--- config.mk ---
export PLATFORM = sky130hd
export DESIGN_NAME = rv_regfile
export DESIGN_NICKNAME = d
export VERILOG_FILES = /design/src/hdl/rv_pkg.sv /design/src/hdl/rv_regfile.sv
export SDC_FILE = /design/constraint.sdc
export NUM_CORES = 2
export LEC_CHECK = 0
export BUFFER_PORTS_ARGS = -buffer_cell sky130_fd_sc_hd__buf_2
export CELL_PAD_IN_SITES_DETAIL_PLACEMENT = 0
export CELL_PAD_IN_SITES_GLOBAL_PLACEMENT = 1
export CORE_ASPECT_RATIO = 1.4
export CORE_MARGIN = 1
export CORE_UTILIZATION = 30
export CTS_BUF_LIST = sky130_fd_sc_hd__clkbuf_8 sky130_fd_sc_hd__clkbuf_16
export DETAILED_ROUTE_END_ITERATION = 8
export GPL_ROUTABILITY_DRIVEN = 0
export HOLD_SLACK_MARGIN = 0.12
export PLACE_DENSITY_LB_ADDON = 0.1
export SETUP_SLACK_MARGIN = 0.3
export SLEW_MARGIN = 30
export SYNTH_ARGS = -nofsm -noshare
export SYNTH_HDL_FRONTEND = slang
export SYNTH_SLANG_ARGS = --single-unit
--- constraint.sdc ---
create_clock -name clk_i -period 3.3 [get_ports clk_i]
set_input_delay 0.495 -clock clk_i [delete_from_list [all_inputs] [get_ports clk_i]]
set_output_delay 0.495 -clock clk_i [all_outputs]
set_load 0.005 [all_outputs]
--- src/hdl/rv_pkg.sv ---
`default_nettype none

package rv_pkg;

    parameter int XLEN   = 32;
    parameter int REG_AW = 5;

    typedef logic [XLEN-1:0]   word_t;
    typedef logic [REG_AW-1:0] reg_addr_t;

    typedef enum logic [3:0] {
        ALU_ADD = 4'd0,
        ALU_SUB = 4'd1,
        ALU_AND = 4'd2,
        ALU_OR  = 4'd3,
        ALU_SLT = 4'd4
    } alu_op_e;

    typedef enum logic [1:0] {IMM_I, IMM_S, IMM_B, IMM_J} imm_sel_e;

    typedef enum logic [1:0] {RES_ALU, RES_MEM, RES_PC4} res_sel_e;

    // major opcodes of the supported subset
    parameter logic [6:0] OP_R   = 7'b0110011;
    parameter logic [6:0] OP_I   = 7'b0010011;
    parameter logic [6:0] OP_LW  = 7'b0000011;
    parameter logic [6:0] OP_SW  = 7'b0100011;
    parameter logic [6:0] OP_BR  = 7'b1100011;
    parameter logic [6:0] OP_JAL = 7'b1101111;

    typedef struct packed {
        logic     reg_write;
        res_sel_e res_sel;
        logic     mem_write;
        logic     branch;
        logic     bne;       // invert equality for bne
        logic     jump;
        logic     alu_src;   // 1 selects imm
        alu_op_e  alu_op;
    } ctrl_t;

    typedef struct packed {
        logic  valid;
        word_t pc;
        word_t pc4;
        word_t instr;
    } fd_t;

    typedef struct packed {
        logic      valid;
        ctrl_t     ctrl;
        word_t     rs1_val;
        word_t     rs2_val;
        word_t     pc;
        word_t     pc4;
        reg_addr_t rd;
        word_t     imm;
    } de_t;

    typedef struct packed {
        logic      valid;
        logic      reg_write;
        res_sel_e  res_sel;
        logic      mem_write;
        word_t     alu;
        word_t     store_data;
        reg_addr_t rd;
        word_t     pc4;
    } em_t;

    typedef struct packed {
        logic      valid;
        logic      reg_write;
        res_sel_e  res_sel;
        word_t     alu;
        word_t     rdata;
        reg_addr_t rd;
        word_t     pc4;
    } mw_t;

    typedef struct packed {
        logic      we;
        reg_addr_t rd;
        word_t     data;
    } wb_t;

endpackage

`default_nettype wire

--- src/hdl/rv_regfile.sv ---
`timescale 1ns/1ps
`default_nettype none

module rv_regfile import rv_pkg::*; (
    input  logic      clk_i,
    input  logic      rst_n_i,
    input  reg_addr_t rs1_i,
    input  reg_addr_t rs2_i,
    input  wb_t       wb_i,
    output word_t     rs1_data_o,
    output word_t     rs2_data_o
);
    word_t regs [1:31];   // x0 has no storage

    always_ff @(posedge clk_i or negedge rst_n_i) begin
        if (!rst_n_i) begin
            for (int i = 1; i < 32; i++) begin
                regs[i] <= '0;
            end
        end else if (wb_i.we && (wb_i.rd != '0)) begin
            regs[wb_i.rd] <= wb_i.data;
        end
    end

    // write-through bypass so wb in same cycle is visible
    assign rs1_data_o = (rs1_i == '0) ? '0 :
                        (wb_i.we && (wb_i.rd == rs1_i)) ? wb_i.data : regs[rs1_i];
    assign rs2_data_o = (rs2_i == '0) ? '0 :
                        (wb_i.we && (wb_i.rd == rs2_i)) ? wb_i.data : regs[rs2_i];

endmodule

`default_nettype wire

==> flow_metrics.env <==
export IMPL_postLayoutCellArea_mm2=0.0665
export IMPL_drtPass1Iterations=5
export IMPL_die_w_um=359
export IMPL_cts_buffers=113
export IMPL_whs_ns=0.204
export IMPL_placed_area_mm2=0.0600
export IMPL_endpoint_kind="output port"
export IMPL_final_setup_viol_count=0
export IMPL_crit_required_ns=2.80
export IMPL_cts_tree="yes"
export IMPL_h_tree_depth=3
export IMPL_drc=0
export IMPL_grtUsageTotal=0.254
export IMPL_drt_vias_per_instance=5.70
export IMPL_crit_chain="mux4_2 > a22o_1 > a221o_1 > a211oi_4 > nor3_2 > buf_4 > buf_6"
export IMPL_finalWirelength_mm=230
export IMPL_fin_crit_ns=3.29
export IMPL_top_layer="met5"
export IMPL_rsz0062_at_grt="true"
export IMPL_syn_area_mm2=0.0537
export IMPL_top_register="regs"
export IMPL_max_vdd_ir_drop_uv=428
export IMPL_grt_pass1_vias=38800
export IMPL_routed_wl_met3_mm=8.39
export IMPL_die_y_um=502
export IMPL_start_util=0.302
export IMPL_finalPower_mw=38.7
export IMPL_core_mm2=0.178
export IMPL_fin_crit_sh=0.996
export IMPL_synth_edf_count=0
export IMPL_syn_to_final_growth_pct=24.0
export IMPL_max_freq_ghz=0.304
export IMPL_finClkSkew_ns=0
export IMPL_finalHoldViolCount=0
export IMPL_yosysTopAreaCellShare=0.463
export IMPL_cp_top_family="compound AO/OA/AOI/OAI gates"
export IMPL_grt_pass1_wl_mm=323
export IMPL_criticalPathCategory="reg -> out"
export IMPL_worst_pin_slew_ns=0.985
export IMPL_cp_num_cells=7
export IMPL_ff2ff_path_depth=2
export IMPL_wl_met2_mm=116
export IMPL_vias=36500
export IMPL_instances_no_fill=6401
export IMPL_std_cell_rows=183
export IMPL_path_max_fanout=3
export IMPL_netlist_instances=3632
export IMPL_hold_path_class="in -> reg"
export IMPL_power_leakage_nw=28.8
export IMPL_wl_per_cell_um=35.9
export IMPL_synth_ff_type="dfrtp_1"
export IMPL_fin_util=0.374
export IMPL_ys_seq_area_frac=0.463
export IMPL_pin_count=114
export IMPL_final_setup_tns_ns=0
export IMPL_ys_ff_latch=992
export IMPL_ys_top_cells_by_area="dfrtp_1, mux2_2, mux4_2, clkbuf_1, mux2i_1"
export IMPL_maxSlewViolCount=0
export IMPL_fill_cells=16900
export IMPL_cp_start_kind="flip-flop"
export IMPL_clk_pin_slew_worst_paths_ns=0.06
export IMPL_cp_slowest_cell="mux4_2"
export IMPL_slew_headroom=0.342
export IMPL_clk_latency_ns=0.74
export IMPL_rrSetupSlack_ns=2.39
export IMPL_clock_sinks=992
export IMPL_clockBufferDepth=3
export IMPL_syn_area_per_cell_um2=14.8
export IMPL_power_density_mw_per_mm2=582
export IMPL_mostFrequentLayoutCells="mux2_2, dfrtp_1, mux4_2"
export IMPL_fin_ws_ns=0.0124
export IMPL_ys_async_sr_fraction=1.00
export IMPL_grt_max_degree=115
export IMPL_critical_path_buf_inv_count=2
export IMPL_synth_cell_type_count=60
export IMPL_antenna_found_initial=11
export IMPL_reg_top3="regs (992)"
export IMPL_port_buffers=113
export IMPL_ant_nets=0
export IMPL_fin_nets=4040
export IMPL_min_path_cells=2
export IMPL_dr_first_iter_drc_count=2340
export IMPL_die_area_mm2=0.181
export IMPL_max_cap_violations=0
export IMPL_arrival_ns=2.79
export IMPL_cp_slowest_stage_delay_ns=0.46
export IMPL_root_buffer="clkbuf_16"
export IMPL_place_hpwl_mm=142
export IMPL_largest_reg_flops=992
export IMPL_layout_commonest_cell="mux2_2"
export IMPL_globalRouteOverflowTotal=0
export IMPL_drive_gt1_frac=0.624
export IMPL_place_ws_ns=-0.354
export IMPL_dp_cells=6081
export IMPL_synthesis_nets=3682
export IMPL_met1Wirelength_mm=99.4
export IMPL_yosysWarnings=0
export IMPL_synth_area_leader_cell="dfrtp_1"
export IMPL_status="finished clean"
[power by group]
part	switching [mW]	internal [mW]	total (mW)
combinational	3.67	5.34	9.01
sequential	1.73	14.6	16.3
clock	5.62	7.83	13.4
[worst reg2reg max path, delay by kind of cell, from the launching register on]
family	cells	cell delay, ns
buffers and inverters	1	0.15
flip-flops	1	0.40
multiplexers	1	0.25
[logic make-up (layout without fill, tap and decap cells)]
kind of cell,after synthesis,after routing,synth area share
AOI/OAI and AO/OA,338,338,0.0517
xor gates and xnor gates,10,10,0.00163
buffers and inverters,401,850,0.0357
DFF,992,992,0.463
muxes,1585,1585,0.422
other,0,8,0
and+or+nand+nor,306,306,0.0267
[routing by layer]
| metal | track usage | vias up |
|---|---|---|
| met5 | 0 | - |
| met1 | 0.334 | 20400 |
| met3 | 0.0273 | 267 |
| met4 | 0.0749 | 2 |
| li1 | - | 14900 |
| met2 | 0.439 | 890 |
[synth_stat cells (14+ instances only)]
cell / instances
clkbuf_1: 217
buf_6: 19
nor3_1: 70
nor2_1: 101
a221oi_1: 67
a22o_1: 38
dfrtp_1: 992
mux2i_1: 68
nor2b_1: 20
mux2_2: 1084
buf_2: 77
buf_1: 51
o22ai_1: 30
o41ai_1: 14
a221o_1: 44
mux4_2: 426
a22oi_1: 14
a211oi_1: 62
buf_4: 31
nand2_1: 67
[worst paths after layout]
| path | from | to |
|---|---|---|
| min | wb_i[8] | regs[200]$_DFFE_PN0P_ |
| max reg2reg | regs[598]$_DFFE_PN0P_ | regs[598]$_DFFE_PN0P_ |
| min reg2reg | regs[50]$_DFFE_PN0P_ | regs[50]$_DFFE_PN0P_ |
| max in group asynchronous | rst_n_i | regs[981]$_DFFE_PN0P_ |
| max | regs[537]$_DFFE_PN0P_ | rs2_data_o[25] |
| min in group asynchronous | rst_n_i | regs[58]$_DFFE_PN0P_ |
[cell type report]
class | instances | area, um^2 | share of cell area
antenna | 8 | 20.0 | 0.000301
clock buffer | 146 | 3290 | 0.0495
clock inverter | 60 | 603 | 0.00907
inverter | 2 | 10.0 | 0.000150
multi-input combinational | 2239 | 28400 | 0.427
sequential | 992 | 24800 | 0.373
tap | 2312 | 2890 | 0.0435
timing repair buffer | 642 | 6480 | 0.0974
[what timing repair did]
item	in CTS	in global routing
hold buffers	3	0
pin swaps	155	28
cloned	4	3
endpoints found under the setup margin	64	64
resized for setup	241	49
endpoints found under the hold margin	217	0
setup buffers	74	22
(Power assumes the default switching activity.)
