### src/hdl/rv_pkg.sv
`default_nettype none

package rv_pkg;

    parameter int XLEN   = 32;
    parameter int REG_AW = 5;

    typedef logic [XLEN-1:0]   word_t;
    typedef logic [REG_AW-1:0] reg_addr_t;

    typedef enum logic [3:0] {
        ALU_ADD = 4'd0,
        ALU_SUB = 4'd1,
        ALU_AND = 4'd2,
        ALU_OR  = 4'd3,
        ALU_SLT = 4'd4
    } alu_op_e;

    typedef enum logic [1:0] {IMM_I, IMM_S, IMM_B, IMM_J} imm_sel_e;

    typedef enum logic [1:0] {RES_ALU, RES_MEM, RES_PC4} res_sel_e;

    // major opcodes of the supported subset
    parameter logic [6:0] OP_R   = 7'b0110011;
    parameter logic [6:0] OP_I   = 7'b0010011;
    parameter logic [6:0] OP_LW  = 7'b0000011;
    parameter logic [6:0] OP_SW  = 7'b0100011;
    parameter logic [6:0] OP_BR  = 7'b1100011;
    parameter logic [6:0] OP_JAL = 7'b1101111;

    typedef struct packed {
        logic     reg_write;
        res_sel_e res_sel;
        logic     mem_write;
        logic     branch;
        logic     bne;       // invert equality for bne
        logic     jump;
        logic     alu_src;   // 1 selects imm
        alu_op_e  alu_op;
    } ctrl_t;

    typedef struct packed {
        logic  valid;
        word_t pc;
        word_t pc4;
        word_t instr;
    } fd_t;

    typedef struct packed {
        logic      valid;
        ctrl_t     ctrl;
        word_t     rs1_val;
        word_t     rs2_val;
        word_t     pc;
        word_t     pc4;
        reg_addr_t rd;
        word_t     imm;
    } de_t;

    typedef struct packed {
        logic      valid;
        logic      reg_write;
        res_sel_e  res_sel;
        logic      mem_write;
        word_t     alu;
        word_t     store_data;
        reg_addr_t rd;
        word_t     pc4;
    } em_t;

    typedef struct packed {
        logic      valid;
        logic      reg_write;
        res_sel_e  res_sel;
        word_t     alu;
        word_t     rdata;
        reg_addr_t rd;
        word_t     pc4;
    } mw_t;

    typedef struct packed {
        logic      we;
        reg_addr_t rd;
        word_t     data;
    } wb_t;

endpackage

`default_nettype wire

### src/hdl/rv_decode.sv
`timescale 1ns/1ps
`default_nettype none

module rv_decode import rv_pkg::*; (
    input  fd_t       fd_i,
    input  word_t     rs1_data_i,
    input  word_t     rs2_data_i,
    output reg_addr_t rs1_o,
    output reg_addr_t rs2_o,
    output de_t       de_o
);
    word_t      instr;
    logic [6:0] opcode;
    logic [2:0] funct3;
    ctrl_t      ctrl;
    imm_sel_e   imm_sel;
    logic       arith;   // R or I type with alu op from funct fields
    word_t      imm;

    assign instr  = fd_i.instr;
    assign opcode = instr[6:0];
    assign funct3 = instr[14:12];

    assign rs1_o = instr[19:15];
    assign rs2_o = instr[24:20];

    // main decoder
    always_comb begin
        ctrl    = '0;
        imm_sel = IMM_I;
        arith   = 1'b0;
        case (opcode)
            OP_R: begin
                ctrl.reg_write = 1'b1;
                arith          = 1'b1;
            end
            OP_I: begin
                ctrl.reg_write = 1'b1;
                ctrl.alu_src   = 1'b1;
                arith          = 1'b1;
            end
            OP_LW: begin
                ctrl.reg_write = 1'b1;
                ctrl.res_sel   = RES_MEM;
                ctrl.alu_src   = 1'b1;
            end
            OP_SW: begin
                ctrl.mem_write = 1'b1;
                ctrl.alu_src   = 1'b1;
                imm_sel        = IMM_S;
            end
            OP_BR: begin
                ctrl.branch = 1'b1;
                ctrl.bne    = funct3[0];  // 001 is bne
                imm_sel     = IMM_B;
            end
            OP_JAL: begin
                ctrl.reg_write = 1'b1;
                ctrl.res_sel   = RES_PC4;
                ctrl.jump      = 1'b1;
                imm_sel        = IMM_J;
            end
            default: ;
        endcase

        // alu decoder
        ctrl.alu_op = ALU_ADD;            // address calc for lw/sw
        if (ctrl.branch) begin
            ctrl.alu_op = ALU_SUB;
        end else if (arith) begin
            case (funct3)
                3'b000:  ctrl.alu_op = (instr[5] && instr[30]) ? ALU_SUB : ALU_ADD;
                3'b010:  ctrl.alu_op = ALU_SLT;
                3'b110:  ctrl.alu_op = ALU_OR;
                3'b111:  ctrl.alu_op = ALU_AND;
                default: ctrl.alu_op = ALU_ADD;
            endcase
        end
    end

    // immediate extender
    always_comb begin
        case (imm_sel)
            IMM_S:   imm = {{20{instr[31]}}, instr[31:25], instr[11:7]};
            IMM_B:   imm = {{20{instr[31]}}, instr[7], instr[30:25], instr[11:8], 1'b0};
            IMM_J:   imm = {{12{instr[31]}}, instr[19:12], instr[20], instr[30:21], 1'b0};
            default: imm = {{20{instr[31]}}, instr[31:20]};
        endcase
    end

    always_comb begin
        de_o.valid   = fd_i.valid;
        de_o.ctrl    = ctrl;
        de_o.rs1_val = rs1_data_i;
        de_o.rs2_val = rs2_data_i;
        de_o.pc      = fd_i.pc;
        de_o.pc4     = fd_i.pc4;
        de_o.rd      = ctrl.reg_write ? instr[11:7] : '0;  // no stray rd from sw/branch fields
        de_o.imm     = imm;
    end

endmodule

`default_nettype wire

### config.mk
export PLATFORM = sky130hd
export DESIGN_NAME = rv_decode
export DESIGN_NICKNAME = d
export VERILOG_FILES = /design/src/hdl/rv_pkg.sv /design/src/hdl/rv_decode.sv
export SDC_FILE = /design/constraint.sdc
export NUM_CORES = 1
export LEC_CHECK = 0
export BUFFER_PORTS_ARGS = -buffer_cell sky130_fd_sc_hd__buf_4
export CAP_MARGIN = 20
export CORE_AREA = 2 2 135 137
export DETAILED_ROUTE_END_ITERATION = 7
export DIE_AREA = 0 0 137 139
export PLACE_DENSITY_LB_ADDON = 0.3
export REMOVE_ABC_BUFFERS = 1
export SLEW_MARGIN = 20
export SYNTH_ARGS = -nofsm -noshare
export SYNTH_HDL_FRONTEND = slang
export SYNTH_SLANG_ARGS = --single-unit
export TNS_END_PERCENT = 1
### constraint.sdc
create_clock -name vclk -period 3.2
set_input_delay 0.64 -clock vclk [all_inputs]
set_output_delay 0.64 -clock vclk [all_outputs]
set_load 0.02 [all_outputs]
==> impl_summary.log <==
[metrics] cts hold-fix bufs: 0
[metrics] share of layout cells above drive strength 1: 71.8%
[metrics] # clk buffers: 0
[metrics] first-pass GRT wire length: 26000 µm
[metrics] final count of hold timing violations: 0
[metrics] critical path data arrival time: 2.00 ns
[metrics] leakage: 0.573 nW
[metrics] Seq cells: 0
[metrics] largest net degree at the start of global routing: 15
[metrics] Critical Path RT: 2.56 ns
[metrics] run status: complete, no violations
[metrics] post-cts gate resize count: 0
[metrics] number of iterations in the first detailed-routing pass: 3
[metrics] most common cell after layout, fill and taps aside: buf_4
[metrics] internal power component: 0.0695 mW
[metrics] post-route antenna net violation count: 0
[metrics] part of the power in registers: 0%
[metrics] switching power as a share of total power: 54.8%
[metrics] area of the die: 0.0190 mm²
[metrics] GRT Total Usage: 24.1%
[metrics] power per unit of standard cell area: 118 mW/mm²
[metrics] footprint of the flip-flops and latches: 0 µm²
[metrics] number of max-capacitance violations reported: 0
[metrics] Post-layout nets: 294
[metrics] count of input and output buffers: 80
[metrics] commonest cells after routing, fill and taps aside: buf_4, a21o_1, mux2_2, nor3b_1, nor2_1
[metrics] Slew Viols, Final: 0
[metrics] VDD IR max: 27.0 µV
[metrics] average vias per placed instance: 2.96
[metrics] final setup violating endpoints: 0
[metrics] gate count after technology mapping: 211
[metrics] part of the Yosys area used for sequential elements: 0%
[metrics] summed instance area of the synthesized netlist: 0.00162 mm²
[metrics] number of global-route vias before repair: 972
[metrics] Final Cycle Share: 82.4%
[metrics] residual DRC count: 0
[metrics] clock group share of total power: 0%
[metrics] die height: 139 µm
[metrics] post-CTS setup repair buffer count: 0
[metrics] global-route congestion overflow total: 0
[metrics] First DRT Iteration DRCs: 83
[metrics] post-place setup slack: 0.543 ns
[metrics] Avg Inst Size Synth: 7.68 µm²
[metrics] accumulated negative setup slack: 0 ns
[metrics] switching power summed over all nets: 0.0841 mW
[metrics] placeable core region: 0.0177 mm²
[metrics] type of the worst setup path: in2out
[metrics] number of antenna violations at the first check in global routing: 0
[metrics] sort of element at the end of the critical path: output pin
[metrics] width of the chip: 137 µm
[metrics] routability cong.: 0.983
[metrics] number of core rows: 49
[metrics] area share of the largest cell type after synthesis: 73.7%
[metrics] warnings from Yosys: 0
[metrics] type of the most critical hold path: in2out
[metrics] final wirelength: 24300 µm
[metrics] cell taking the most area after synthesis: buf_4
[metrics] placed wire-length estimate after detailed placement: 23800 µm
[metrics] final routed wire length divided by cell count: 67.4 µm
[metrics] number of vias after detailed routing: 1066
[metrics] Ant. Diodes: 0
[metrics] RSZ-0062 raised after global routing: no
[metrics] Top-Level Pins: 349
[metrics] Critical Path Source Type: input pin
[metrics] most area-consuming cells after synthesis: buf_4, a21o_1, mux2_2
[metrics] clock period minus worst slack: 2.64 ns
[metrics] slack of the critical path: 0.562 ns
[metrics] initial standard-cell utilization of the core: 9.18%
[metrics] Max Clk Rate: 379 MHz
[metrics] Layout Area Growth over Synthesis: -19.8%
[metrics] combinational share of power: 100.0%
[metrics] Synth cell types: 29
[metrics] biggest fanout along the worst timing path: 6
[worst max-delay path, stage by stage]
cell      delay (ns)
buf_4           0.13
nand4b_1        0.33
nor3_4          0.35
mux2_2          0.39
buf_4           0.16
[per-layer routing]
metal  vias to the layer above  wire (µm)  GRT usage, %  share of wire (%)
li1                        363          -             -                  -
met1                       408       1620          4.35                6.7
met2                       277      13900          49.4                 57
met3                        16       8450          40.0                 35
met4                         2        199          1.47               0.82
met5                         -         55          3.44               0.23
[synthesized netlist by cell type (all sizes together)]
cell	n
buf	161
a21o	8
mux2	5
nor3b	5
nor2	4
nand2	3
nor3	3
a21oi	2
and2	2
and3	2
a21boi	1
a22o	1
a22oi	1
and4b	1
conb	1
inv	1
mux2i	1
nand2b	1
nand3	1
nand4	1
nand4b	1
nor4b	1
nor4bb	1
o21ai	1
o2bb2ai	1
o32ai	1
[power groups by stage]
stage	Sequential [mW]	Combinational, mW	Clock [mW]
after floorplan	0	0.0420	0
after global placement	0	0.155	0
after detailed placement	0	0.155	0
after CTS	0	0.156	0
after global routing	0	0.162	0
final	0	0.154	0
[logic make-up after synthesis]
kind of cell / count (synthesis) / share of synthesized area (%)
compound gates: 16 / 7.41
buf+inv: 162 / 75.3
mux: 6 / 4.86
other cells: 1 / 0.231
simple gates: 26 / 12.2
[final timing paths]
| check | start | to | slack (ns) | depth (start not counted) |
|---|---|---|---|---|
| max | fd_i[4] | de_o[2] | 0.56 | 5 |
| min | fd_i[80] | de_o[85] | 1.28 | 0 |
[stage by stage]
step	cells	hold slack, ns	instance area [µm²]	power, mW	utilization (%)
after floorplan	50	1.28	404	0.0420	-
after global placement	360	1.28	1300	0.155	7.36
after detailed placement	360	1.28	1300	0.155	7.36
after CTS	360	1.28	1300	0.156	7.36
after global routing	360	1.28	1300	0.162	7.36
final	360	1.28	1300	0.154	7.36
[final cells by class]
class,instances,area [µm²]
Tap cell,229,287
Fill cell,2096,16400
Multi-Input combinational cell,49,400
Timing Repair Buffer,81,608
Inverter,1,3.75
Power figures use the tool's default switching activity.
